--- config.mk ---
export PLATFORM = sky130hd
export DESIGN_NAME = col_sequencer
export DESIGN_NICKNAME = d
export VERILOG_FILES = /design/src/hw/cgra_pkg.sv /design/src/hw/col_sequencer.sv
export SDC_FILE = /design/constraint.sdc
export NUM_CORES = 1
export LEC_CHECK = 0
export BUFFER_PORTS_ARGS = -buffer_cell sky130_fd_sc_hd__buf_4
export CORE_AREA = 5 5 42 44
export CTS_CLUSTER_DIAMETER = 40
export CTS_CLUSTER_SIZE = 8
export DETAILED_ROUTE_END_ITERATION = 16
export DIE_AREA = 0 0 47 49
export SLEW_MARGIN = 30
export SYNTH_ARGS = -nofsm -noshare
export SYNTH_HDL_FRONTEND = slang
export SYNTH_SLANG_ARGS = --single-unit
--- constraint.sdc ---
create_clock -name clk_i -period 1.5 [get_ports clk_i]
set_input_delay 0.3 -clock clk_i [delete_from_list [all_inputs] [get_ports clk_i]]
set_output_delay 0.3 -clock clk_i [all_outputs]
set_load 0.01 [all_outputs]
--- src/hw/cgra_pkg.sv ---
/*
  Shared widths, instruction fields and encodings of the CGRA.
  Source code 7 in an operand field is reserved and reads as zero.
*/
`default_nettype none

package cgra_pkg;

  // ----------------------------------------
  // Data path
  // ----------------------------------------
  localparam int DP_WIDTH = 32;
  typedef logic [DP_WIDTH-1:0] word_t;

  // ----------------------------------------
  // Instruction word
  // ----------------------------------------
  localparam int INSTR_WIDTH = 32;
  typedef logic [INSTR_WIDTH-1:0] instr_t;

  // Field positions inside instr_t
  localparam int OPC_LSB   = 28;
  localparam int OPC_WIDTH = 4;
  localparam int SRCA_LSB  = 25;
  localparam int SRCB_LSB  = 22;
  localparam int SRC_WIDTH = 3;
  localparam int IMM_WIDTH = 16;

  // Unknown codes decode as a no-op
  typedef enum logic [OPC_WIDTH-1:0] {
    OP_NOP   = 4'h0,
    OP_ADD   = 4'h1,
    OP_SUB   = 4'h2,
    OP_AND   = 4'h3,
    OP_XOR   = 4'h4,
    OP_LOAD  = 4'h5,
    OP_STORE = 4'h6,
    OP_EXIT  = 4'h7
  } opcode_e;

  // Operand sources, neighbours follow the torus
  typedef enum logic [SRC_WIDTH-1:0] {
    SRC_OWN    = 3'd0,
    SRC_LEFT   = 3'd1,
    SRC_RIGHT  = 3'd2,
    SRC_TOP    = 3'd3,
    SRC_BOTTOM = 3'd4,
    SRC_IMM    = 3'd5,
    SRC_ZERO   = 3'd6
  } src_e;

  // ----------------------------------------
  // Column sequencer
  // ----------------------------------------
  typedef enum logic [1:0] {
    ST_IDLE = 2'd0,
    ST_RUN  = 2'd1,
    ST_WAIT = 2'd2
  } seq_state_e;

  // Default array geometry
  localparam int DEF_N_ROW    = 4;
  localparam int DEF_N_COL    = 4;
  localparam int DEF_NUM_CREG = 16;

endpackage

`default_nettype wire

--- src/hw/col_sequencer.sv ---
/*
  Program counter FSM for one column. pc wraps at NUM_CREG and a kernel
  must end with OP_EXIT. start_i is ignored while the column runs.
*/
`timescale 1ns/1ns
`default_nettype none

module col_sequencer
  import cgra_pkg::*;
#(
  parameter int NUM_CREG = DEF_NUM_CREG
) (
  input  wire logic                   clk_i,
  input  wire logic                   rst_n_i,
  input  wire logic                   start_i,
  input  wire logic                   exit_i,
  input  wire logic                   pending_i,
  output logic [$clog2(NUM_CREG)-1:0] pc_o,
  output logic                        step_o,
  output logic                        active_o,
  output logic                        exec_end_o,
  output logic                        busy_o
);

  localparam int PC_W = $clog2(NUM_CREG);

  seq_state_e       state_q;
  seq_state_e       state_d;
  logic [PC_W-1:0]  pc_q;

  // ----------------------------------------
  // Next state and step strobe
  // ----------------------------------------
  always_comb begin
    state_d = state_q;
    step_o  = 1'b0;
    case (state_q)
      ST_IDLE: begin
        if (start_i) begin
          state_d = ST_RUN;
        end
      end
      ST_RUN: begin
        if (pending_i) begin
          state_d = ST_WAIT;
        end else begin
          step_o = 1'b1;
          if (exit_i) begin
            state_d = ST_IDLE;
          end
        end
      end
      ST_WAIT: begin
        // Stalled until every access of the step is served
        if (!pending_i) begin
          step_o  = 1'b1;
          state_d = exit_i ? ST_IDLE : ST_RUN;
        end
      end
      default: state_d = ST_IDLE;
    endcase
  end

  always_ff @(posedge clk_i) begin
    if (!rst_n_i) begin
      state_q <= ST_IDLE;
      pc_q    <= '0;
    end else begin
      state_q <= state_d;
      if (state_q == ST_IDLE && start_i) begin
        pc_q <= '0;
      end else if (step_o && !exit_i) begin
        pc_q <= pc_q + 1'b1;
      end
    end
  end

  assign pc_o       = pc_q;
  assign active_o   = (state_q != ST_IDLE);
  assign busy_o     = (state_q != ST_IDLE);
  assign exec_end_o = step_o & exit_i;

endmodule

`default_nettype wire

Word-level counts from Yosys, hierarchy flattened
Cells that the tools add are included.
Word-level totals
  flip-flop bits (word level): 6
  input bits: 5
  logic and storage cells: 26
Operators by class
  add/sub/neg operators: 1
  equality and inequality tests: 5
  muxes and demuxes: 8
  bitwise gates (word level): 2
  reduce and logical (&&, ||, !) cells: 8
Operator list (count)
  2-bit two-way mux: 4
  2-bit one-hot mux with 3 select lines: 1
  4-bit by 1-bit adder with 4-bit output (second input constant): 1
  2-bit inequality test (second input constant): 2
  2-bit OR reduction: 2
  1-bit two-way mux: 3
  3-bit inequality test (second input constant): 1
  3-bit AND reduction: 1
  2-bit by 1-bit equality test with 1-bit output (second input constant): 1
  2-bit equality test (second input constant): 1
  1-bit logical AND: 2
  2-bit logical NOT: 1
  2-bit nonzero test: 1
  1-bit AND: 1
  1-bit logical NOT: 1
  1-bit inverter: 1

Depth between registers and ports, before layout
Gate-level depths: netlist of run 1.
  depth after elaboration: 4
  gate-level depth with buffers: 5
  depth with buffers taken out: 5

Least setup slack after synthesis of run 1
No wires, ideal clock.
  kind: flip-flop to flip-flop
  from: register state_q[0]
  to: register pc_q[3], in the netlist pc_o[3]
  setup time: 0.123 ns
  arrival time: 1.355 ns
  path slack: 0.022 ns
  cell stages (with the launch flop): 6
  buffers on the path: 0
  path through: dfxtp_1 inv_1 ha_1 nor3b_4 nand4_1 mux2_1
On the way
  word-level cells in the longest chain between the ends: 4
  elaborated cells on any way between the ends: 8
RTL lines
  from (decl): line col_sequencer.sv:27  | seq_state_e state_q;
  from (signal assigned): line col_sequencer.sv:69  | state_q <= state_d;
  2-bit equality test / 2-bit by 1-bit equality test with 1-bit output (equally long branches): line col_sequencer.sv:37  | case (state_q)
  2-bit OR reduction (no line)
  1-bit two-way mux
  1-bit logical AND: line col_sequencer.sv:72  | end else if (step_o && !exit_i) begin
  to (signal assigned): line col_sequencer.sv:73  | pc_q <= pc_q + 1'b1;
  to (decl): line col_sequencer.sv:29  | logic [PC_W-1:0] pc_q;
Several ways; a longest one is shown, not always the timed one.
A chain may end at the register's enable or synchronous reset.

Worst setup path after layout of run 1
  from: register state_q[0]
  to: output port exec_end_o
On the way
  word-level cells in the longest chain between the ends: 4
  elaborated cells on any way between the ends: 5
RTL lines
  2-bit equality test / 2-bit by 1-bit equality test with 1-bit output (equally long branches): line col_sequencer.sv:37
  2-bit OR reduction (no line) *
  1-bit two-way mux *
  1-bit AND *: line col_sequencer.sv:81  | assign exec_end_o = step_o & exit_i;
  to (decl): line col_sequencer.sv:21  | output logic exec_end_o,
Every way passes the cells marked *; elsewhere a longest branch is shown, timed or not.

==> results of run 1 <==
==> what timing repair did <==
item                                    in CTS  in global routing
endpoints found under the setup margin       2                  2
cloned                                       0                  0
resized for setup                            7                  1
hold buffers                                 0                  0
buffers inserted                             1                  1
pin swaps                                    2                  1
==> path summary, 6_finish.rpt <==
kind / end / slack [ps] / cells past startpoint
setup / recovery: exec_end_o / -70 / 5
hold / removal: state_q[0] / 360 / 3
setup reg to reg: pc_o[3] / 120 / 5
hold reg to reg: pc_o[1] / 550 / 2
==> critical path: stages, from the launching register on <==
cell     delay [ps]
dfxtp_2         320
inv_2            50
ha_4            230
and2b_2         190
and2_4          130
buf_6           110
==> through the flow <==
stage               setup slack, ps  TNS (ps)  power, uW
global route                   -127      -242        724
global placement               51.7         0        464
detailed placement             24.3         0        466
finish                        -74.7      -142        668
CTS                           -96.3      -187        665
floorplan                      22.0         0        361
==> flip-flops by register name, indices dropped and copies added, names as in the netlist <==
register and flops:
pc_o 4, state_q 2
==> layout make-up <==
type	instances	area, sq um
Fill cell	147	815
Multi-Input combinational cell	31	272
Timing Repair Buffer	17	135
Sequential cell	6	123
Clock buffer	3	22.5
Tap cell	16	20.0
Inverter	4	15.0
==> layout by cell type (no fill, tap or decap), drive strengths merged, types with 2 or more instances in the layout <==
cell type / n
and2b: 2
buf: 17
clkbuf: 3
dfxtp: 6
ha: 5
inv: 4
mux2i: 3
nand2: 3
nor2: 5
xnor2: 2
==> layer usage <==
layer | share of wire | global-route usage
met3 | 0.065 | 0.0221
met4 | 0.0077 | 0.0691
met5 | 0 | 0
met1 | 0.45 | 0.104
met2 | 0.47 | 0.111
==> power by group through the flow <==
stage	logic [uW]	registers (uW)	clock network [uW]
2_1_floorplan	167	194	0
3_3_place_gp	276	188	0
3_5_place_dp	277	188	0
4_1_cts	320	188	157
5_1_grt	364	191	169
6_report	331	190	147
==> cell families (layout without fill, tap and decap cells) <==
group                    Yosys count  after routing
buffers and inverters              5             24
flip-flops                         6              6
XOR/XNOR                           2              2
AND/OR/NAND/NOR                   17             17
multiplexers                       4              4
AO/OA/AOI/OAI                      3              3
adder cells (fa/ha/maj)            5              5
==> summary.txt, run 1 <==
Clock tree
  – TritonCTS clock tree: yes
  – CTS HTree Levels: 1
  – Bufs on Longest Clock Path: 2
  – Cts bufs inserted: 3
  – Worst skew pair latency: 240 ps
  – Clk slew on worst S/H paths: around 40 ps
  – CTS root buffer: clkbuf_4
  – Clock Sinks: 6

Power and ir drop
  – Net Switching: just over 200 uW
  – Internal power: 461 uW
  – Switch share: 0.310
  – Comb power frac: 0.495
  – Pleak: roughly 0.00028 uW
  – Reg power frac: 0.285
  – Peak supply drop: between 0.6 and 0.7 mV
  – Clock Power Share: 0.220
  – PD cells: ~1100 nW/um^2

Place
  – Post-DP HPWL: 611 um
  – Placed insts: 72
  – Port bufs: 12
  – Final Wtd Congestion: ~0.73
  – Placed Area: roughly 520 sq um

Timing
  – Min Tclk post-route: 1570 ps
  – Slew Limit Fails: 0
  – Final period utilization: 1.05
  – Unrepaired setup endpoints after global routing: yes
  – Endpoints failing setup: 2
  – FMAX: approximately 0.64 GHz
  – Hold Slack: approximately 360 ps
  – Worst Clk Skew: about 1.3 ps
  – Worst setup margin: -74.7 ps
  – Worst slew pin tran: 330 ps
  – Rel. slew slack: 0.780
  – Final number of hold-violating endpoints: 0

Routing
  – DRT iter0 DRCs: 4
  – DR DRC count: 0
  – DR vias/cell: 4.48
  – Routed wire per std cell: approximately 10 um
  – Final ANT Viol Nets: 0
  – Drt total wl: around 780 um
  – Vias: ~350
  – 1st-pass router iterations: 4

Synthesis
  – Net count after synthesis: 52
  – Post-synthesis mux area share: 0.103
  – Ys async rst share: 0
  – Seq cells post-synth: 6
  – Library cells used by synthesis: 21
  – Main combinational cell family by area after synthesis: simple AND/OR/NAND/NOR gates
  – Mapped cell area: about 400 sq um
  – Post-Synth XOR/XNOR Area: 0.0439
  – Synth Area in Compound Gates: 0.0596
  – Ys flop type: dfxtp_1
  – Post-Synth Adder-Cell Area: 0.157
  – Sequential share of the synthesized area: 0.301
  – Synth top area share: 0.301
  – Post-synthesis simple-gate area fraction: 0.279
  – Top cells by area, synth: dfxtp_1 (30%), ha_1 (16%), mux2i_1 (7.5%), nor2_1 (4.7%), nor3b_4 (4.7%)
  – Syn Inst Count: between 40 and 50
  – Count leader, synth: dfxtp_1
  – Top cells by count, synth: dfxtp_1 (6), ha_1 (5), nor2_1 (5)
  – Number of synthesized flops with an enable pin: 0
  – Post-Syn Area per Cell: between 9 and 10 sq um
  – Synth warnings: 0
  – Synth area leader: dfxtp_1

Die
  – CORE AREA: 1400 sq um
  – Chip Height: around 49 um
  – Site row count: 14
  – Die area: 2300 sq um
  – Starting Density: 0.285
  – # IOs: 13
  – Die width: 47 um

GRT
  – Maximum number of pins on one net before global-route repair: 7
  – GR Util All Layers: 0.0826
  – GR Overflow Total: 0
  – Initial antenna violation count: 0
  – Vias in the first global route: roughly 320
  – Global-route wire length before repair: approximately 1.3 mm

Final layout
  – Fraction of layout cells with a size suffix above 1: 0.492
  – Diode count: 0
  – Layout Nets: between 70 and 80
  – Final Non-Filler Cells: 77
  – Final core occ: 0.419
  – Syn-to-layout area delta: 47.0%
  – Design Area, Final: a little under 600 sq um

Worst setup path
  – Worst-path fanout max: 3
  – Crit path kind: flip-flop to output pin
  – Crit path from: state_q[0]
  – Critical register-to-register path startpoint: state_q[1]
  – CP startpoint kind: flip-flop
  – Worst path required time: between 1000 and 1500 ps
  – Worst Path Arrival: around 1300 ps
  – Crit end category: output pin

Min path
  – HP Start: rst_n_i
  – Hold Crit Class: primary input to flip-flop

Outcome
  – Failing checks: setup timing
  – Status: complete, but fails checks

Flow run
  – Max-Cap Viols: 0
Power figures use the tool's default switching activity.
==> inputs of run 2 (changes only) <==
Clock period 1.5 ns to 1.7 ns, I/O delays scaled along.
==> run 2 against run 1 <==
  * The run now ends clean
  * Core utilization shrank 1.1 points
  * Die area stayed put
  * Largest cell class unchanged
  * Cell area down 2.6%
  * Combinational power decreased by 15%
  * Clock-buffer cell count did not move
  * Sequential share of layout area is 0.55 points higher
  * Routed wire length rose by 6.3%
  * Critical path depth is the same
  * Worst setup slack improved by 120 ps
==> summary.txt, run 2 (synthesis results as in run 1) <==
Timing
  – Endpoints failing setup: 0 (-2)
  – Final period utilization: 0.973
  – Worst Clk Skew: 1.75 ps (+0.425 ps)
  – Rel. slew slack: 0.784 (+0.00383)
  – Min Tclk post-route: about 1700 ps
  – Worst slew pin tran: 324 ps (-5.74 ps)
  – Unrepaired setup endpoints after global routing: no
  – FMAX: 0.605 GHz
  – Slew Limit Fails: 0 (unchanged)
  – Total Neg Setup Slack: 0 ps (+142 ps)
  – Final number of hold-violating endpoints: 0 (unchanged)

Routing
  – DR vias/cell: 4.49 (+0.14%)
  – Drt total wl: 833 um (+6.3%)
  – 1st-pass router iterations: 3 (-1)
  – Vias: 341 (-1.2%)
  – Final ANT Viol Nets: 0 (unchanged)
  – DR DRC count: 0 (unchanged)
  – DRT iter0 DRCs: 1 (-3)
  – Routed wire per std cell: 11.0 um (+7.6%)

Clock tree
  – CTS HTree Levels: 1 (unchanged)
  – TritonCTS clock tree: yes
  – Cts bufs inserted: 3 (unchanged)
  – Bufs on Longest Clock Path: 2 (unchanged)
  – Clk slew on worst S/H paths: 40 ps (about the same)
  – CTS Hold Bufs: 0 (unchanged)
  – Worst skew pair latency: 240 ps (about the same)
  – CTS root buffer: clkbuf_4
  – Clock Sinks: 6 (unchanged)

GRT
  – Vias in the first global route: 367 (+14%)
  – GR Overflow Total: 0 (unchanged)
  – GR Util All Layers: 0.0853 (+0.00270)
  – Global-route wire length before repair: 1.42 mm (+6.8%)
  – Initial antenna violation count: 0 (unchanged)
  – Maximum number of pins on one net before global-route repair: 7 (unchanged)

Outcome
  – Status: finished, final reports clean

Power and ir drop
  – PD cells: 1020 nW/um^2 (-11%)
  – Pleak: 0.000271 uW (-2.3%)
  – Peak supply drop: 0.482 mV (-30%)

Final layout
  – Multi-input gate area in the final layout: 272 sq um (unchanged)
  – Fill cells: 154 (+4.8%)
  – Diode count: 0 (unchanged)
  – Commonest non-fill, non-tap cell in the layout: buf_4
  – Max reg flops: 4 (unchanged)
  – Syn-to-layout area delta: 43.3%
  – Most frequent cells in the layout: buf_4 (16), nor2_1 (5), ha_1 (4), dfxtp_1 (4)
  – Layout Nets: 72 (-1.4%)
  – Final Non-Filler Cells: 76 (-1.3%)
  – Register area: 123 sq um (unchanged)
  – Fraction of layout cells with a size suffix above 1: 0.483 (-0.00847)

Place
  – Placed insts: 71 (-1.4%)
  – Port bufs: 12 (unchanged)
  – Post-DP HPWL: 625 um (+2.1%)
  – Final Wtd Congestion: 0.657 (-10%)

Min path
  – Hold Crit Class: primary input to flip-flop

Worst setup path
  – Worst-path fanout max: 2 (-1)
  – Worst path required time: 1360 ps (+160 ps)
  – Crit path kind: flip-flop to output pin
  – Crit end category: output pin
  – CP startpoint kind: flip-flop
  – Worst Path Arrival: 1310 ps (+40 ps)

Die
  – Chip Height: 49 um (unchanged)
  – Die width: 47 um (unchanged)
  – # IOs: 13 (unchanged)
  – CORE AREA: 1400 sq um (unchanged)
  – Starting Density: 0.285 (unchanged)
  – Site row count: 14 (unchanged)
  – Die area: 2300 sq um (unchanged)

Flow run
  – Max-Cap Viols: 0 (unchanged)
-- run 2: cell count changes in the layout (fill, tap and decap cells not counted), sizes merged --
cell | previous run | this run
buf | 17 | 16
-- run 2: final cells by class --
cell class / count / area share
Inverter: 4 / 0.0263
Sequential cell: 6 / 0.214
Multi-Input combinational cell: 31 / 0.475
Tap cell: 16 / 0.0350
Timing Repair Buffer: 16 / 0.210
Clock buffer: 3 / 0.0394
-- run 2: metrics by stage --
stage | hold slack (ps) | util | setup WS (ps) | area, sq um | total power, uW
floorplan | 471 | - | 222 | 399 | 319
global placement | 503 | 0.369 | 149 | 517 | 396
detailed placement | 515 | 0.369 | 122 | 517 | 398
CTS | 384 | 0.406 | 24.7 | 569 | 578
global route | 409 | 0.408 | 6.73 | 572 | 628
finish | 391 | 0.408 | 46.0 | 572 | 580
-- run 2: where the power goes --
group	switching (uW)	leakage (uW)	internal (uW)	total, uW
clock	50.6	0.0000138	79.8	130
sequential	11.0	0.0000494	158	169
combinational	122	0.000208	158	281
total	184	0.000271	396	580
-- run 2: worst paths after layout --
kind	from	end	slack, ps	cells after the start
worst max-delay path	state_q[1]	exec_end_o	50	5
worst min-delay path	rst_n_i	state_q[1]	390	3
worst max register to register	state_q[0]	pc_o[3]	220	6
worst min register to register	pc_o[3]	pc_o[3]	550	2
-- run 2: metal layers --
| metal | GRT usage | part of all wire |
|---|---|---|
| met1 | 0.0993 | 0.44 |
| met3 | 0.0148 | 0.041 |
| met5 | 0 | 0 |
| met2 | 0.131 | 0.52 |
| met4 | 0.0645 | 0 |
-- run 2: critical path, stage by stage, from the launching register on --
cell     delay, ps
dfxtp_2        330
inv_2           50
ha_4           230
and2b_2        190
and2_4         150
buf_4          130
-- run 2: repair_timing --
action | in CTS | in global routing
setup endpoints to repair | 1 | 1
setup buffers | 2 | 0
gates resized for setup | 4 | 2
pin swaps | 1 | 0
