## src/hw/cgra_pkg.sv

```systemverilog
/*
  Shared widths, instruction fields and encodings of the CGRA.
  Source code 7 in an operand field is reserved and reads as zero.
*/
`default_nettype none

package cgra_pkg;

  // ----------------------------------------
  // Data path
  // ----------------------------------------
  localparam int DP_WIDTH = 32;
  typedef logic [DP_WIDTH-1:0] word_t;

  // ----------------------------------------
  // Instruction word
  // ----------------------------------------
  localparam int INSTR_WIDTH = 32;
  typedef logic [INSTR_WIDTH-1:0] instr_t;

  // Field positions inside instr_t
  localparam int OPC_LSB   = 28;
  localparam int OPC_WIDTH = 4;
  localparam int SRCA_LSB  = 25;
  localparam int SRCB_LSB  = 22;
  localparam int SRC_WIDTH = 3;
  localparam int IMM_WIDTH = 16;

  // Unknown codes decode as a no-op
  typedef enum logic [OPC_WIDTH-1:0] {
    OP_NOP   = 4'h0,
    OP_ADD   = 4'h1,
    OP_SUB   = 4'h2,
    OP_AND   = 4'h3,
    OP_XOR   = 4'h4,
    OP_LOAD  = 4'h5,
    OP_STORE = 4'h6,
    OP_EXIT  = 4'h7
  } opcode_e;

  // Operand sources, neighbours follow the torus
  typedef enum logic [SRC_WIDTH-1:0] {
    SRC_OWN    = 3'd0,
    SRC_LEFT   = 3'd1,
    SRC_RIGHT  = 3'd2,
    SRC_TOP    = 3'd3,
    SRC_BOTTOM = 3'd4,
    SRC_IMM    = 3'd5,
    SRC_ZERO   = 3'd6
  } src_e;

  // ----------------------------------------
  // Column sequencer
  // ----------------------------------------
  typedef enum logic [1:0] {
    ST_IDLE = 2'd0,
    ST_RUN  = 2'd1,
    ST_WAIT = 2'd2
  } seq_state_e;

  // Default array geometry
  localparam int DEF_N_ROW    = 4;
  localparam int DEF_N_COL    = 4;
  localparam int DEF_NUM_CREG = 16;

endpackage

`default_nettype wire

```

## src/hw/col_mem_arbiter.sv

```systemverilog
/*
  Fixed-priority arbiter for one column's memory port, lowest row first.
  Read data must return in grant order, at least one cycle after grant.
*/
`timescale 1ns/1ns
`default_nettype none

module col_mem_arbiter
  import cgra_pkg::*;
#(
  parameter int N_ROW = DEF_N_ROW
) (
  input  wire logic              clk_i,
  input  wire logic              rst_n_i,
  input  wire logic              step_i,
  input  wire logic              active_i,
  input  wire logic [N_ROW-1:0]  req_i,
  input  wire logic [N_ROW-1:0]  we_i,
  input  wire word_t [N_ROW-1:0] add_i,
  input  wire word_t [N_ROW-1:0] wdata_i,
  input  wire logic              data_gnt_i,
  input  wire logic              data_rvalid_i,
  output logic                   data_req_o,
  output logic                   data_we_o,
  output word_t                  data_add_o,
  output word_t                  data_wdata_o,
  output logic [N_ROW-1:0]       rd_valid_o,
  output logic                   pending_o
);

  logic [N_ROW-1:0] gnt_mask_q;
  logic [N_ROW-1:0] rvalid_mask_q;
  logic [N_ROW-1:0] req_act;
  logic [N_ROW-1:0] open_req;
  logic [N_ROW-1:0] open_rd;
  logic [N_ROW-1:0] port_row;
  logic [N_ROW-1:0] rd_row;
  logic [N_ROW-1:0] gnt_sel;

  // One-hot of the lowest set bit
  function automatic logic [N_ROW-1:0] lowest_one(input logic [N_ROW-1:0] vec);
    logic [N_ROW-1:0] hot;
    logic             found;
    hot   = '0;
    found = 1'b0;
    for (int r = 0; r < N_ROW; r++) begin
      if (vec[r] && !found) begin
        hot[r] = 1'b1;
        found  = 1'b1;
      end
    end
    return hot;
  endfunction

  // ----------------------------------------
  // Request and read tracking
  // ----------------------------------------
  assign req_act  = req_i & {N_ROW{active_i}};
  assign open_req = req_act & gnt_mask_q;
  // Granted reads still waiting for their data
  assign open_rd  = req_act & ~we_i & ~gnt_mask_q & rvalid_mask_q;

  assign port_row   = lowest_one(open_req);
  assign rd_row     = lowest_one(open_rd);
  assign gnt_sel    = port_row & {N_ROW{data_gnt_i}};
  assign rd_valid_o = rd_row & {N_ROW{data_rvalid_i}};

  assign data_req_o = |open_req;
  assign pending_o  = (|open_req) | (|open_rd);

  // Port mux for the winning row
  always_comb begin
    data_we_o    = 1'b0;
    data_add_o   = '0;
    data_wdata_o = '0;
    for (int r = 0; r < N_ROW; r++) begin
      if (port_row[r]) begin
        data_we_o    = we_i[r];
        data_add_o   = add_i[r];
        data_wdata_o = wdata_i[r];
      end
    end
  end

  // ----------------------------------------
  // Masks, re-armed on every step
  // ----------------------------------------
  always_ff @(posedge clk_i) begin
    if (!rst_n_i || step_i) begin
      gnt_mask_q    <= '1;
      rvalid_mask_q <= '1;
    end else begin
      gnt_mask_q    <= gnt_mask_q & ~gnt_sel;
      rvalid_mask_q <= rvalid_mask_q & ~rd_valid_o;
    end
  end

endmodule

`default_nettype wire

```

## config.mk

```make
export PLATFORM = sky130hd
export DESIGN_NAME = col_mem_arbiter
export DESIGN_NICKNAME = d
export VERILOG_FILES = /design/src/hw/cgra_pkg.sv /design/src/hw/col_mem_arbiter.sv
export SDC_FILE = /design/constraint.sdc
export NUM_CORES = 1
export LEC_CHECK = 0
export ABC_AREA = 1
export BUFFER_PORTS_ARGS = -buffer_cell sky130_fd_sc_hd__buf_2
export CAP_MARGIN = 10
export CORE_AREA = 2 2 133 135
export CTS_BUF_LIST = sky130_fd_sc_hd__clkbuf_8
export DETAILED_ROUTE_END_ITERATION = 10
export DIE_AREA = 0 0 135 137
export GPL_ROUTABILITY_DRIVEN = 0
export PLACE_DENSITY = 0.55
export SLEW_MARGIN = 30
export SYNTH_ARGS = -nofsm -noshare
export SYNTH_HDL_FRONTEND = slang
export SYNTH_SLANG_ARGS = --single-unit
```

## constraint.sdc

```tcl
create_clock -name clk_i -period 2 [get_ports clk_i]
set_clock_uncertainty 0.05 [all_clocks]
set_input_delay 0.4 -clock clk_i [delete_from_list [all_inputs] [get_ports clk_i]]
set_output_delay 0.4 -clock clk_i [all_outputs]
set_load 0.02 [all_outputs]
```

# Yosys cells after proc, flatten, opt, wreduce, memory -nomap -nowiden
# Cells that the tools add are included.
[totals]
register_bits = 8
latchBits = 0
mem_bits_rw = 0
rom_bits = 0
input_bits = 270
output_inout_bits = 71
word_cells = 56
memories = 0
[op_classes]
n_addsub = 0
multipliers = 0
n_div = 0
magnitude_cmp = 0
n_eq_ne = 0
shift = 0
muxes = 24
n_bitwise = 14
reduce_logical = 16
[ops]
columns = ["operator", "count"]
rows = [
  ["$mux 32", 8],
  ["$and 4x4->4", 9],
  ["$mux 1", 16],
  ["$not 4->4", 4],
  ["$reduce_or 4->1", 2],
  ["$logic_not 1->1", 7],
  ["$logic_and 1x1->1", 6],
  ["$logic_or 1x1->1", 1],
  ["$or 1x1->1", 1],
]

# Logic depth before layout (Yosys ltp)
# Gate-level depths: netlist of the first run.
[logic_depth]
ltp_word = 17
ltp_mapped = 8
ltp_nobuf = 8

# Worst setup path before layout of the first run
# Ideal clock, no wire load.
[synth_timing]
path_type = "input -> output"
from = "input port req_i[0]"
to = "output port data_add_o[22]"
arrival_ns = 1.410
slack_ns = 0.140
stages = 7
path_buffers = 2
path_cell_list = "nand3_1 > buf_2 > buf_1 > nand3_1 > nand3_1 > o21ai_0 > nand2_1"
[synth_via]
elab_chain_cells = 13
[synth_lines]
columns = ["element", "line_no", "text"]
rows = [
  ["start, declared", "col_mem_arbiter.sv:17", "input wire logic [N_ROW-1:0] req_i,"],
  ["$and 4x4->4 *", "col_mem_arbiter.sv:58", "assign req_act = req_i & {N_ROW{active_i}};"],
  ["$and 4x4->4 *", "col_mem_arbiter.sv:59", "assign open_req = req_act & gnt_mask_q;"],
  ["$mux 1 *", "col_mem_arbiter.sv:47", "if (vec[r] && !found) begin"],
  ["$logic_not 1->1", "col_mem_arbiter.sv:47", ""],
  ["$logic_and 1x1->1", "col_mem_arbiter.sv:47", ""],
  ["$mux 1", "col_mem_arbiter.sv:47", ""],
  ["$logic_not 1->1", "col_mem_arbiter.sv:47", ""],
  ["$logic_and 1x1->1", "col_mem_arbiter.sv:47", ""],
  ["$mux 1", "col_mem_arbiter.sv:47", ""],
  ["$logic_not 1->1", "col_mem_arbiter.sv:47", ""],
  ["$logic_and 1x1->1", "col_mem_arbiter.sv:47", ""],
  ["$mux 1", "col_mem_arbiter.sv:47", ""],
  ["$mux 32 *", "col_mem_arbiter.sv:77", "if (port_row[r]) begin"],
  ["end, declared", "col_mem_arbiter.sv:25", "output word_t data_add_o,"],
]
# Every way passes the cells marked *; elsewhere a longest branch is shown, timed or not.

# Worst setup path in the final report of the first run
[layout_timing]
from = "register gnt_mask_q[3]"
to = "output port data_wdata_o[12]"
[layout_via]
elab_chain_cells = 4
[layout_lines]
columns = ["element", "line_no", "text"]
rows = [
  ["start, declared", "col_mem_arbiter.sv:31", "logic [N_ROW-1:0] gnt_mask_q;"],
  ["start signal, assigned", "col_mem_arbiter.sv:93", "gnt_mask_q <= gnt_mask_q & ~gnt_sel;"],
  ["$and 4x4->4", "col_mem_arbiter.sv:59", ""],
  ["$logic_and 1x1->1", "col_mem_arbiter.sv:47", ""],
  ["$mux 1", "col_mem_arbiter.sv:47", ""],
  ["$mux 32", "col_mem_arbiter.sv:77", ""],
  ["end, declared", "col_mem_arbiter.sv:26", "output word_t data_wdata_o,"],
]
# No other way between the ends.

==> metrics.yaml, run 1 <==
clocking:
  clock_tree.buffer_depth: 2
  clock_tree.htree_level_count: 1
  cts_root_buf: "sky130_fd_sc_hd__clkbuf_8"
  insertion_delay_ns: 0.23
  cts_made_buffers: 3
  cts_tree: "done"
  cts.reportedPaths.clkPinSlew_ns: 0.04
  cts_num_sinks: 8
status:
  status: "finished, violations left"
  failed_checks: "setup timing"
setup_path:
  crit_path_start_kind: "flip-flop"
  cp.required_ns: 1.55
  crit_type: "flip-flop to primary output"
  worst-endpoint-arrival_ns: 1.63
  worstSetupEndpointType: "primary output"
  timing.critical_path.fanout_max: 18
placement:
  i_o_buffers: 340
  hpwlAfterDp_mm: 10.8
  pre_cts_ws_ns: -0.0895
synth:
  fraction_of_synthesized_area_in_multiplexers_pct: 0
  synth_area_mm2: 0.00258
  net_count_after_synthesis: 861
  synth_xor_xnor_area_share_pct: 0
  yosysTopAreaCellShare_pct: 37.9
  syn_avg_cell_area_um2: 4.37
  synthMostInstantiatedCell: "sky130_fd_sc_hd__nand2_1"
  ys_seq_elements: 8
  share_of_flip_flops_with_an_asynchronous_set_or_reset_pct: 0
  synth_warnings: 0
  synth.distinct_cells: 16
  dominantRegCellSynth: "sky130_fd_sc_hd__dfxtp_1"
  synthTopCellsByArea: "sky130_fd_sc_hd__nand2_1 38%, sky130_fd_sc_hd__nand3_1 17%, sky130_fd_sc_hd__nor2_1 16%"
  synth_top_cell_by_area: "sky130_fd_sc_hd__nand2_1"
  post_synth_and_or_nand_nor_area_fraction_pct: 72.0
  syn_inst: 591
  synth_common_cells: "261 x sky130_fd_sc_hd__nand2_1, 108 x sky130_fd_sc_hd__nor2_1, 89 x sky130_fd_sc_hd__nand3_1"
  synth_adder_area_share_pct: 0
  synth_top_family_by_area: "simple AND/OR/NAND/NOR gates"
  synth-edff-count: 0
  post_synthesis_sequential_area_ratio_pct: 6.20
  synthesized_area_fraction_occupied_by_ao_oa_aoi_and_oai_cells_pct: 4.65
sta:
  timing.fmax_mhz: 481
  setup-violations-final: 64
  final_min_period_over_clock_period_pct: 104
  slew_headroom_pct: 75.8
  hold_violation_count_in_the_final_report: 0
  fin_crit_ns: 2.08
  setup_slack_ns: -0.0773
  final_slew_violations: 0
  worstMarginPinSlew_ns: 0.361
  setup_repair_after_global_routing_missed_its_margin: "yes"
pwr:
  p_leak_uw: 0.00344
  power-per-cell-area_mw_per_mm2: 321
  total_power_uw: 1760
  vdd.ir_drop.worst_uv: 260
grt:
  groute.usage.overall_pct: 14.3
  grt_overflow_total: 0
  first_global_vias: 4277
  first_pass_grt_wire_length_mm: 21.3
  largest_net_degree_at_the_start_of_global_routing: 44
  number_of_antenna_violations_at_the_first_check_in_global_routing: 0
die:
  initial_standard_cell_utilization_of_the_core_pct: 15.2
  top_level_ports: 341
  die_h_um: 137
  die-width_um: 135
  core_area_mm2: 0.0171
  floorplan.rows: 48
  floorplan.die_area_mm2: 0.0185
route:
  dr_total_vias: 4821
  remaining_drc_errors: 0
  first_pass_iters: 4
  detail_route.wl_per_cell_um: 13.6
  ant_nets: 0
  first_iter_violations: 256
  routed_wl_mm: 15.8
  viasPerCell: 4.15
cells_and_area:
  drive_above_1_share_pct: 45.0
  layout.nets: 1208
  area_growth_pct: 112
  antenna-diode-count: 0
  fillCellCount: 1899
min_path:
  min-delay-path-class: "input pin to flip-flop"
run:
  cap_viol_max_count: 0
## path summary, 6_finish.rpt
| path | start | end | slack [ns] | cells after the start |
|---|---|---|---|---|
| worst max register to register | gnt_mask_q[0] | gnt_mask_q[2] | 0.71 | 6 |
| worst min register to register | rvalid_mask_q[3] | rvalid_mask_q[3] | 0.39 | 2 |
| worst max-delay path | gnt_mask_q[3] | data_wdata_o[12] | -0.08 | 8 |
| worst min-delay path | step_i | rvalid_mask_q[3] | 0.38 | 3 |
## registers in the layout (all words and copies together) (netlist names)
signal / cells
gnt_mask_q: 4
rvalid_mask_q: 4
## layout by cell type, fill, tap and decap left out, types with 6 or more instances in the layout
| master | count |
|---|---|
| sky130_fd_sc_hd__buf_12 | 11 |
| sky130_fd_sc_hd__buf_16 | 7 |
| sky130_fd_sc_hd__buf_2 | 277 |
| sky130_fd_sc_hd__buf_4 | 49 |
| sky130_fd_sc_hd__buf_6 | 28 |
| sky130_fd_sc_hd__clkbuf_16 | 6 |
| sky130_fd_sc_hd__inv_1 | 57 |
| sky130_fd_sc_hd__nand2_1 | 256 |
| sky130_fd_sc_hd__nand3_1 | 79 |
| sky130_fd_sc_hd__nand3_2 | 8 |
| sky130_fd_sc_hd__nor2_1 | 99 |
| sky130_fd_sc_hd__nor2_2 | 8 |
| sky130_fd_sc_hd__o21ai_0 | 10 |
| sky130_fd_sc_hd__o21ai_1 | 7 |
| sky130_fd_sc_hd__o21ai_2 | 7 |
## cell families after synthesis
family / Yosys count
buffers and inverters: 97
flip-flops: 8
AND/OR/NAND/NOR: 462
AO/OA/AOI/OAI: 24
## layer usage
layer,global-route usage (%),vias to the layer above,wire length [µm]
li1,-,2496,-
met2,27.0,225,8020
met3,1.89,11,1300
met5,0,-,0
met4,2.49,0,108
met1,17.5,2089,6370
## where the power goes
part	internal (µW)	switching, µW
clock	131	67.4
sequential	162	1.37
combinational	677	723
## what timing repair did
item	CTS	global route
gates cloned	7	6
hold buffers	0	0
buffers inserted	7	4
pin swaps	5	3
endpoints found under the setup margin	65	66
gates resized for setup	106	35
## layout make-up
class,count,area [µm²],area share [%]
flip-flops and latches,8,164,2.99
clock buffers,3,41.3,0.752
repair buffers,379,2650,48.2
multi-input cells,486,2120,38.7
inverters,60,233,4.24
well taps,225,282,5.13
## worst max-delay path: stages, from the launching register on
cell and delay [ns]:
sky130_fd_sc_hd__dfxtp_1 0.33, sky130_fd_sc_hd__inv_1 0.07, sky130_fd_sc_hd__nor2_2 0.13, sky130_fd_sc_hd__nor3b_4 0.22, sky130_fd_sc_hd__buf_6 0.19, sky130_fd_sc_hd__buf_12 0.17
sky130_fd_sc_hd__nand2_1 0.06, sky130_fd_sc_hd__nand2_1 0.09, sky130_fd_sc_hd__buf_6 0.12
## per-stage QoR
stage	utilization, %	cells	area [µm²]	TNS, ns	hold slack [ns]
global route	32.2	1161	5490	-8.09	0.407
CTS	30.5	1151	5200	-0.741	0.384
finish	32.2	1161	5490	-2.18	0.383
floorplan	-	591	2580	0	0.369
detailed placement	27.1	1135	4630	-3.82	0.384
global placement	27.1	1135	4630	-3.56	0.383
Power figures use the tool's default switching activity.
==> run 2, diff against run 1 <==
Settings changed: SETUP_SLACK_MARGIN set to 0.02.
==> run 2 against run 1 <==
The flow still finishes with violations (setup timing). Largest cell class unchanged. Global-route usage about the same. Critical endpoint is now data_add_o[26]. Utilization increased by 2.9 points. Routed wire length increased by 8.1%. Cell count about the same. Highest routed layer unchanged. Setup slack got worse by 0.039 ns. Non-clock buffer count increased by 1. Clock power increased by 2%. Sequential power about the same.
==> metrics.yaml, run 2 (same netlist as run 1, synthesis figures left out) <==
clocking:
  clock_tree.buffer_depth: 2  # unchanged
  cts_root_buf: "sky130_fd_sc_hd__clkbuf_8"  # unchanged
  cts_made_buffers: 3  # unchanged
  cts_tree: "done"  # unchanged
  clock_tree.htree_level_count: 1  # unchanged
  cts_num_sinks: 8  # unchanged
  holdBufCountCts: 0  # unchanged
  insertion_delay_ns: 0.23  # about the same
  cts.reportedPaths.clkPinSlew_ns: 0.04  # about the same
route:
  viasPerCell: 4.28  # was 4.15
  first_iter_violations: 282  # was 256
  detail_route.wl_per_cell_um: 14.7  # was 13.6 µm
  ant_nets: 0  # unchanged
  detailroute.wirelength.met3_mm: 1.23  # was 1.30 mm
  first_pass_iters: 6  # was 4
  highest_layer: "met4"  # unchanged
  met2_wirelength_mm: 8.63  # was 8.02 mm
  routed_wl_mm: 17.1  # was 15.8 mm
  remaining_drc_errors: 0  # unchanged
  dr_total_vias: 4975  # was 4821
  m1WireLength_mm: 6.78  # was 6.37 mm
status:
  failed_checks: "setup timing"  # unchanged
  status: "finished, violations left"  # unchanged
sta:
  final_slew_violations: 0  # unchanged
  hold_violation_count_in_the_final_report: 0  # unchanged
  setup-violations-final: 65  # was 64
  final_min_period_over_clock_period_pct: 106  # was 104%
  setup_tns_ns: -3.73  # was -2.18 ns
  worstMarginPinSlew_ns: 0.358  # was 0.361 ns
  timing.fmax_mhz: 473  # was 481 MHz
  fin_crit_ns: 2.12  # was 2.08 ns
  setup_repair_after_global_routing_missed_its_margin: "yes"  # unchanged
  timing.hold.ws_ns: 0.378  # was 0.383 ns
  slew_headroom_pct: 76.0  # was 75.8%
  setup_slack_ns: -0.116  # was -0.0773 ns
pwr:
  p_leak_uw: 0.00367  # was 0.00344 µW
  vdd.ir_drop.worst_uv: 272  # was 260 µV
  power-per-cell-area_mw_per_mm2: 320  # was 321 mW/mm²
die:
  floorplan.die_area_mm2: 0.0185  # unchanged
  core_area_mm2: 0.0171  # unchanged
  die-width_um: 135  # unchanged
  die_h_um: 137  # unchanged
  floorplan.rows: 48  # unchanged
  top_level_ports: 341  # unchanged
  initial_standard_cell_utilization_of_the_core_pct: 15.2  # unchanged
cells_and_area:
  fillCellCount: 1861  # was 1899
  antenna-diode-count: 0  # unchanged
  drive_above_1_share_pct: 53.6  # was 45.0%
  layout.cells.most_common: "sky130_fd_sc_hd__buf_2"  # unchanged
  leading_registers_by_flop_count: "gnt_mask_q x4, rvalid_mask_q x4"  # unchanged
  layout.nets: 1209  # was 1208
  area_growth_pct: 131  # was 112%
  mostFrequentLayoutCells: "274 x sky130_fd_sc_hd__buf_2, 191 x sky130_fd_sc_hd__nand2_1, 90 x sky130_fd_sc_hd__nor2_1"  # was 277 x sky130_fd_sc_hd__buf_2, 256 x sky130_fd_sc_hd__nand2_1, 99 x sky130_fd_sc_hd__nor2_1
  finalNonFillerCells: 1162  # was 1161
  post-route-util_pct: 35.1  # was 32.2%
placement:
  pre_cts_ws_ns: -0.0895  # unchanged
  hpwlAfterDp_mm: 10.8  # unchanged
  i_o_buffers: 340  # unchanged
  numPlacedInstances: 1135  # unchanged
grt:
  number_of_antenna_violations_at_the_first_check_in_global_routing: 0  # unchanged
  grt_overflow_total: 0  # unchanged
  groute.usage.overall_pct: 14.3  # about the same
  largest_net_degree_at_the_start_of_global_routing: 44  # unchanged
  first_pass_grt_wire_length_mm: 21.2  # was 21.3 mm
  first_global_vias: 4271  # was 4277
setup_path:
  worst-endpoint-arrival_ns: 1.67  # was 1.63 ns
  source_of_the_critical_timing_path: "gnt_mask_q[3]"  # unchanged
  crit_path_start_kind: "flip-flop"  # unchanged
  cp.required_ns: 1.55  # about the same
  worstSetupEndpointType: "primary output"  # unchanged
  timing.critical_path.fanout_max: 8  # was 18
  rr_startpoint: "gnt_mask_q[0]"  # unchanged
  crit_type: "flip-flop to primary output"  # unchanged
run:
  cap_viol_max_count: 0  # unchanged
min_path:
  worst_hold_path_startpoint: "step_i"  # unchanged
  min-delay-path-class: "input pin to flip-flop"  # unchanged
[run 2: power breakdown]
part,internal [µW],leakage [µW],switching (µW)
registers,162,0.0000630,1.28
logic,748,0.00359,801
clock network,131,0.0000216,71.3
total,1040,0.00367,873
[run 2: stage by stage]
stage	total power [µW]	cell area (µm²)
2_1_floorplan	744	2580
3_3_place_gp	1270	4630
3_5_place_dp	1270	4630
4_1_cts	1670	5200
5_1_grt	2030	5980
6_report	1910	5980
[run 2: layout make-up]
type,count,area (µm²),share of cell area [%]
tap,225,282,4.71
inverter,60,233,3.89
multi-input combinational,486,2480,41.4
sequential,8,165,2.76
clock buffer,3,41.3,0.690
timing repair buffer,380,2780,46.5
[run 2: timing repair]
action                                 CTS  global route
endpoints found under the hold margin    0             0
setup endpoints to repair               65            66
resized for setup                      101           175
pin swaps                               11            21
cloned                                   7             9
setup buffers                            7             2
[run 2: final timing paths]
path | to | slack, ns | cells after the start
setup / recovery | data_add_o[26] | -0.12 | 8
hold / removal | rvalid_mask_q[3] | 0.38 | 3
setup reg to reg | gnt_mask_q[2] | 0.68 | 6
hold reg to reg | gnt_mask_q[3] | 0.39 | 2
[run 2: metal layers]
layer  track usage (%)  vias to the layer above
met5                 0                        -
met4              2.31                        0
met3              1.67                       27
met2              26.8                      231
met1              17.8                     2216
li1                  -                     2501
[run 2: critical path, cell delays in order, from the launching register on]
cell	delay, ns
sky130_fd_sc_hd__dfxtp_2	0.32
sky130_fd_sc_hd__inv_1	0.06
sky130_fd_sc_hd__nor2_2	0.11
sky130_fd_sc_hd__nor3b_4	0.28
sky130_fd_sc_hd__buf_12	0.20
sky130_fd_sc_hd__clkbuf_16	0.19
sky130_fd_sc_hd__nand2_1	0.05
sky130_fd_sc_hd__nand2_1	0.08
sky130_fd_sc_hd__buf_6	0.12
==> run 3, diff against run 2 <==
Settings changed: CAP_MARGIN 10 to 20, CTS_CLUSTER_SIZE set to 14, SETUP_SLACK_MARGIN 0.02 to 0.15.
==> run 3 against run 2 <==
The run still ends with setup timing left. Fmax is 0.26% higher. Routed wire length fell by 4.3%. Combinational power is essentially flat. Total power shrank 0.37%. Design area is 0.44% higher. Largest power group unchanged.
==> metrics.yaml, run 3 (same netlist as run 1, synthesis figures left out) <==
clocking:
  holdBufCountCts: 0  # unchanged
  cts_made_buffers: 3  # unchanged
  cts_root_buf: "sky130_fd_sc_hd__clkbuf_8"  # unchanged
  clock_tree.htree_level_count: 1  # unchanged
  insertion_delay_ns: 0.23  # about the same
  cts_tree: "done"  # unchanged
  clock_tree.buffer_depth: 2  # unchanged
  cts.reportedPaths.clkPinSlew_ns: 0.04  # about the same
  cts_num_sinks: 8  # unchanged
setup_path:
  cp.required_ns: 1.55  # about the same
  worstSetupEndpointType: "primary output"  # unchanged
  crit_path_start_kind: "flip-flop"  # unchanged
  crit_type: "flip-flop to primary output"  # unchanged
  worst-endpoint-arrival_ns: 1.66  # was 1.67 ns
  timing.critical_path.fanout_max: 7  # was 8
sta:
  fin_crit_ns: 2.11  # was 2.12 ns
  timing.hold.ws_ns: 0.409  # was 0.378 ns
  setup-violations-final: 62  # was 65
  setup_slack_ns: -0.110  # was -0.116 ns
  hold_violation_count_in_the_final_report: 0  # unchanged
  timing.fmax_mhz: 474  # was 473 MHz
  final_min_period_over_clock_period_pct: 106  # about the same
  setup_repair_after_global_routing_missed_its_margin: "yes"  # unchanged
  worstMarginPinSlew_ns: 0.554  # was 0.358 ns
  final_slew_violations: 0  # unchanged
  slew_headroom_pct: 63.0  # was 76.0%
min_path:
  min-delay-path-class: "flip-flop to flip-flop"  # was input pin to flip-flop
die:
  die_h_um: 137  # unchanged
  die-width_um: 135  # unchanged
  floorplan.rows: 48  # unchanged
  top_level_ports: 341  # unchanged
  initial_standard_cell_utilization_of_the_core_pct: 15.2  # unchanged
  core_area_mm2: 0.0171  # unchanged
  floorplan.die_area_mm2: 0.0185  # unchanged
pwr:
  power-per-cell-area_mw_per_mm2: 317  # was 320 mW/mm²
  p_leak_uw: 0.00362  # was 0.00367 µW
  vdd.ir_drop.worst_uv: 308  # was 272 µV
  total_power_uw: 1910  # about the same
grt:
  largest_net_degree_at_the_start_of_global_routing: 44  # unchanged
  number_of_antenna_violations_at_the_first_check_in_global_routing: 1  # was 0
  first_global_vias: 4284  # was 4271
  first_pass_grt_wire_length_mm: 21.5  # was 21.2 mm
  grt_overflow_total: 0  # unchanged
  groute.usage.overall_pct: 14.6  # was 14.3%
cells_and_area:
  layout.nets: 1218  # was 1209
  leading_registers_by_flop_count: "gnt_mask_q x4, rvalid_mask_q x4"  # unchanged
  area_growth_pct: 132  # was 131%
  layout.cells.most_common: "sky130_fd_sc_hd__buf_2"  # unchanged
  mostFrequentLayoutCells: "277 x sky130_fd_sc_hd__buf_2, 176 x sky130_fd_sc_hd__nand2_1, 90 x sky130_fd_sc_hd__nor2_1"  # was 274 x sky130_fd_sc_hd__buf_2, 191 x sky130_fd_sc_hd__nand2_1, 90 x sky130_fd_sc_hd__nor2_1
  fillCellCount: 1855  # was 1861
  post-route-util_pct: 35.2  # was 35.1%
  antenna-diode-count: 0  # unchanged
  layout.cell_area.non_filler_mm2: 0.00601  # was 0.00598 mm²
  drive_above_1_share_pct: 54.3  # was 53.6%
route:
  remaining_drc_errors: 0  # unchanged
  first_iter_violations: 250  # was 282
  routed_wl_mm: 16.3  # was 17.1 mm
  dr_total_vias: 4933  # was 4975
  ant_nets: 0  # unchanged
  detail_route.wl_per_cell_um: 13.9  # was 14.7 µm
  viasPerCell: 4.21  # was 4.28
  first_pass_iters: 4  # was 6
placement:
  placed_area_mm2: 0.00465  # was 0.00463 mm²
  hpwlAfterDp_mm: 10.8  # about the same
  pre_cts_ws_ns: -0.170  # was -0.0895 ns
  i_o_buffers: 340  # unchanged
status:
  status: "finished, violations left"  # unchanged
  failed_checks: "setup timing"  # unchanged
run:
  cap_viol_max_count: 0  # unchanged
run 3: cell count changes in the layout (fill, tap and decap cells not counted), sizes merged:
cell,previous run,this run
bufbuf,0,1
buf,372,385
clkbuf,11,6
run 3: metal layers:
metal  part of all wire [%]  global-route usage, %  vias to the layer above
met3                    7.8                   2.04                       22
met4                    1.4                   2.89                        2
met2                     52                   27.0                      244
met1                     39                   17.9                     2152
met5                  0.080                      0                        -
li1                       -                      -                     2513
run 3: timing repair:
action / in CTS / in global routing
resized for setup: 153 / 128
cloned: 7 / 4
setup buffers: 11 / 6
pin swaps: 5 / 12
setup endpoints to repair: 66 / 68
run 3: layout make-up:
cell class | instances | area (µm²) | share of cell area (%)
Clock buffer | 3 | 41.3 | 0.687
Inverter | 60 | 230 | 3.83
Multi-Input combinational cell | 486 | 2430 | 40.4
Sequential cell | 8 | 168 | 2.79
Tap cell | 225 | 282 | 4.69
Timing Repair Buffer | 389 | 2860 | 47.6
run 3: path summary, 6_finish.rpt:
kind | start | depth (start not counted) | endpoint | slack (ns)
worst max-delay path | gnt_mask_q[0] | 9 | data_we_o | -0.11
worst min-delay path | gnt_mask_q[3] | 2 | gnt_mask_q[3] | 0.41
worst max register to register | gnt_mask_q[2] | 7 | gnt_mask_q[2] | 0.59
worst min register to register | gnt_mask_q[3] | 2 | gnt_mask_q[3] | 0.41
run 3: critical path: stages (launching register included):
cell                        delay (ns)
sky130_fd_sc_hd__dfxtp_2          0.33
sky130_fd_sc_hd__nand3_4          0.10
sky130_fd_sc_hd__nand2_4          0.07
sky130_fd_sc_hd__nor3b_4          0.21
sky130_fd_sc_hd__buf_12           0.18
sky130_fd_sc_hd__buf_12           0.12
sky130_fd_sc_hd__clkbuf_16        0.17
sky130_fd_sc_hd__nand2_2          0.06
sky130_fd_sc_hd__nand2_2          0.06
sky130_fd_sc_hd__buf_6            0.11
run 3: metrics by stage:
stage | TNS (ns) | instances
after global placement | -5.36 | 1140
after CTS | -4.62 | 1161
after detailed placement | -7.48 | 1140
after floorplan | 0 | 591
after global routing | -8.36 | 1171
final | -3.60 | 1171
run 3: power by group:
| part | leakage (µW) | switching, µW | internal, µW |
|---|---|---|---|
| Sequential | 0.0000634 | 1.52 | 161 |
| Combinational | 0.00354 | 788 | 761 |
| Clock | 0.0000216 | 65.6 | 131 |
| Total | 0.00362 | 855 | 1050 |
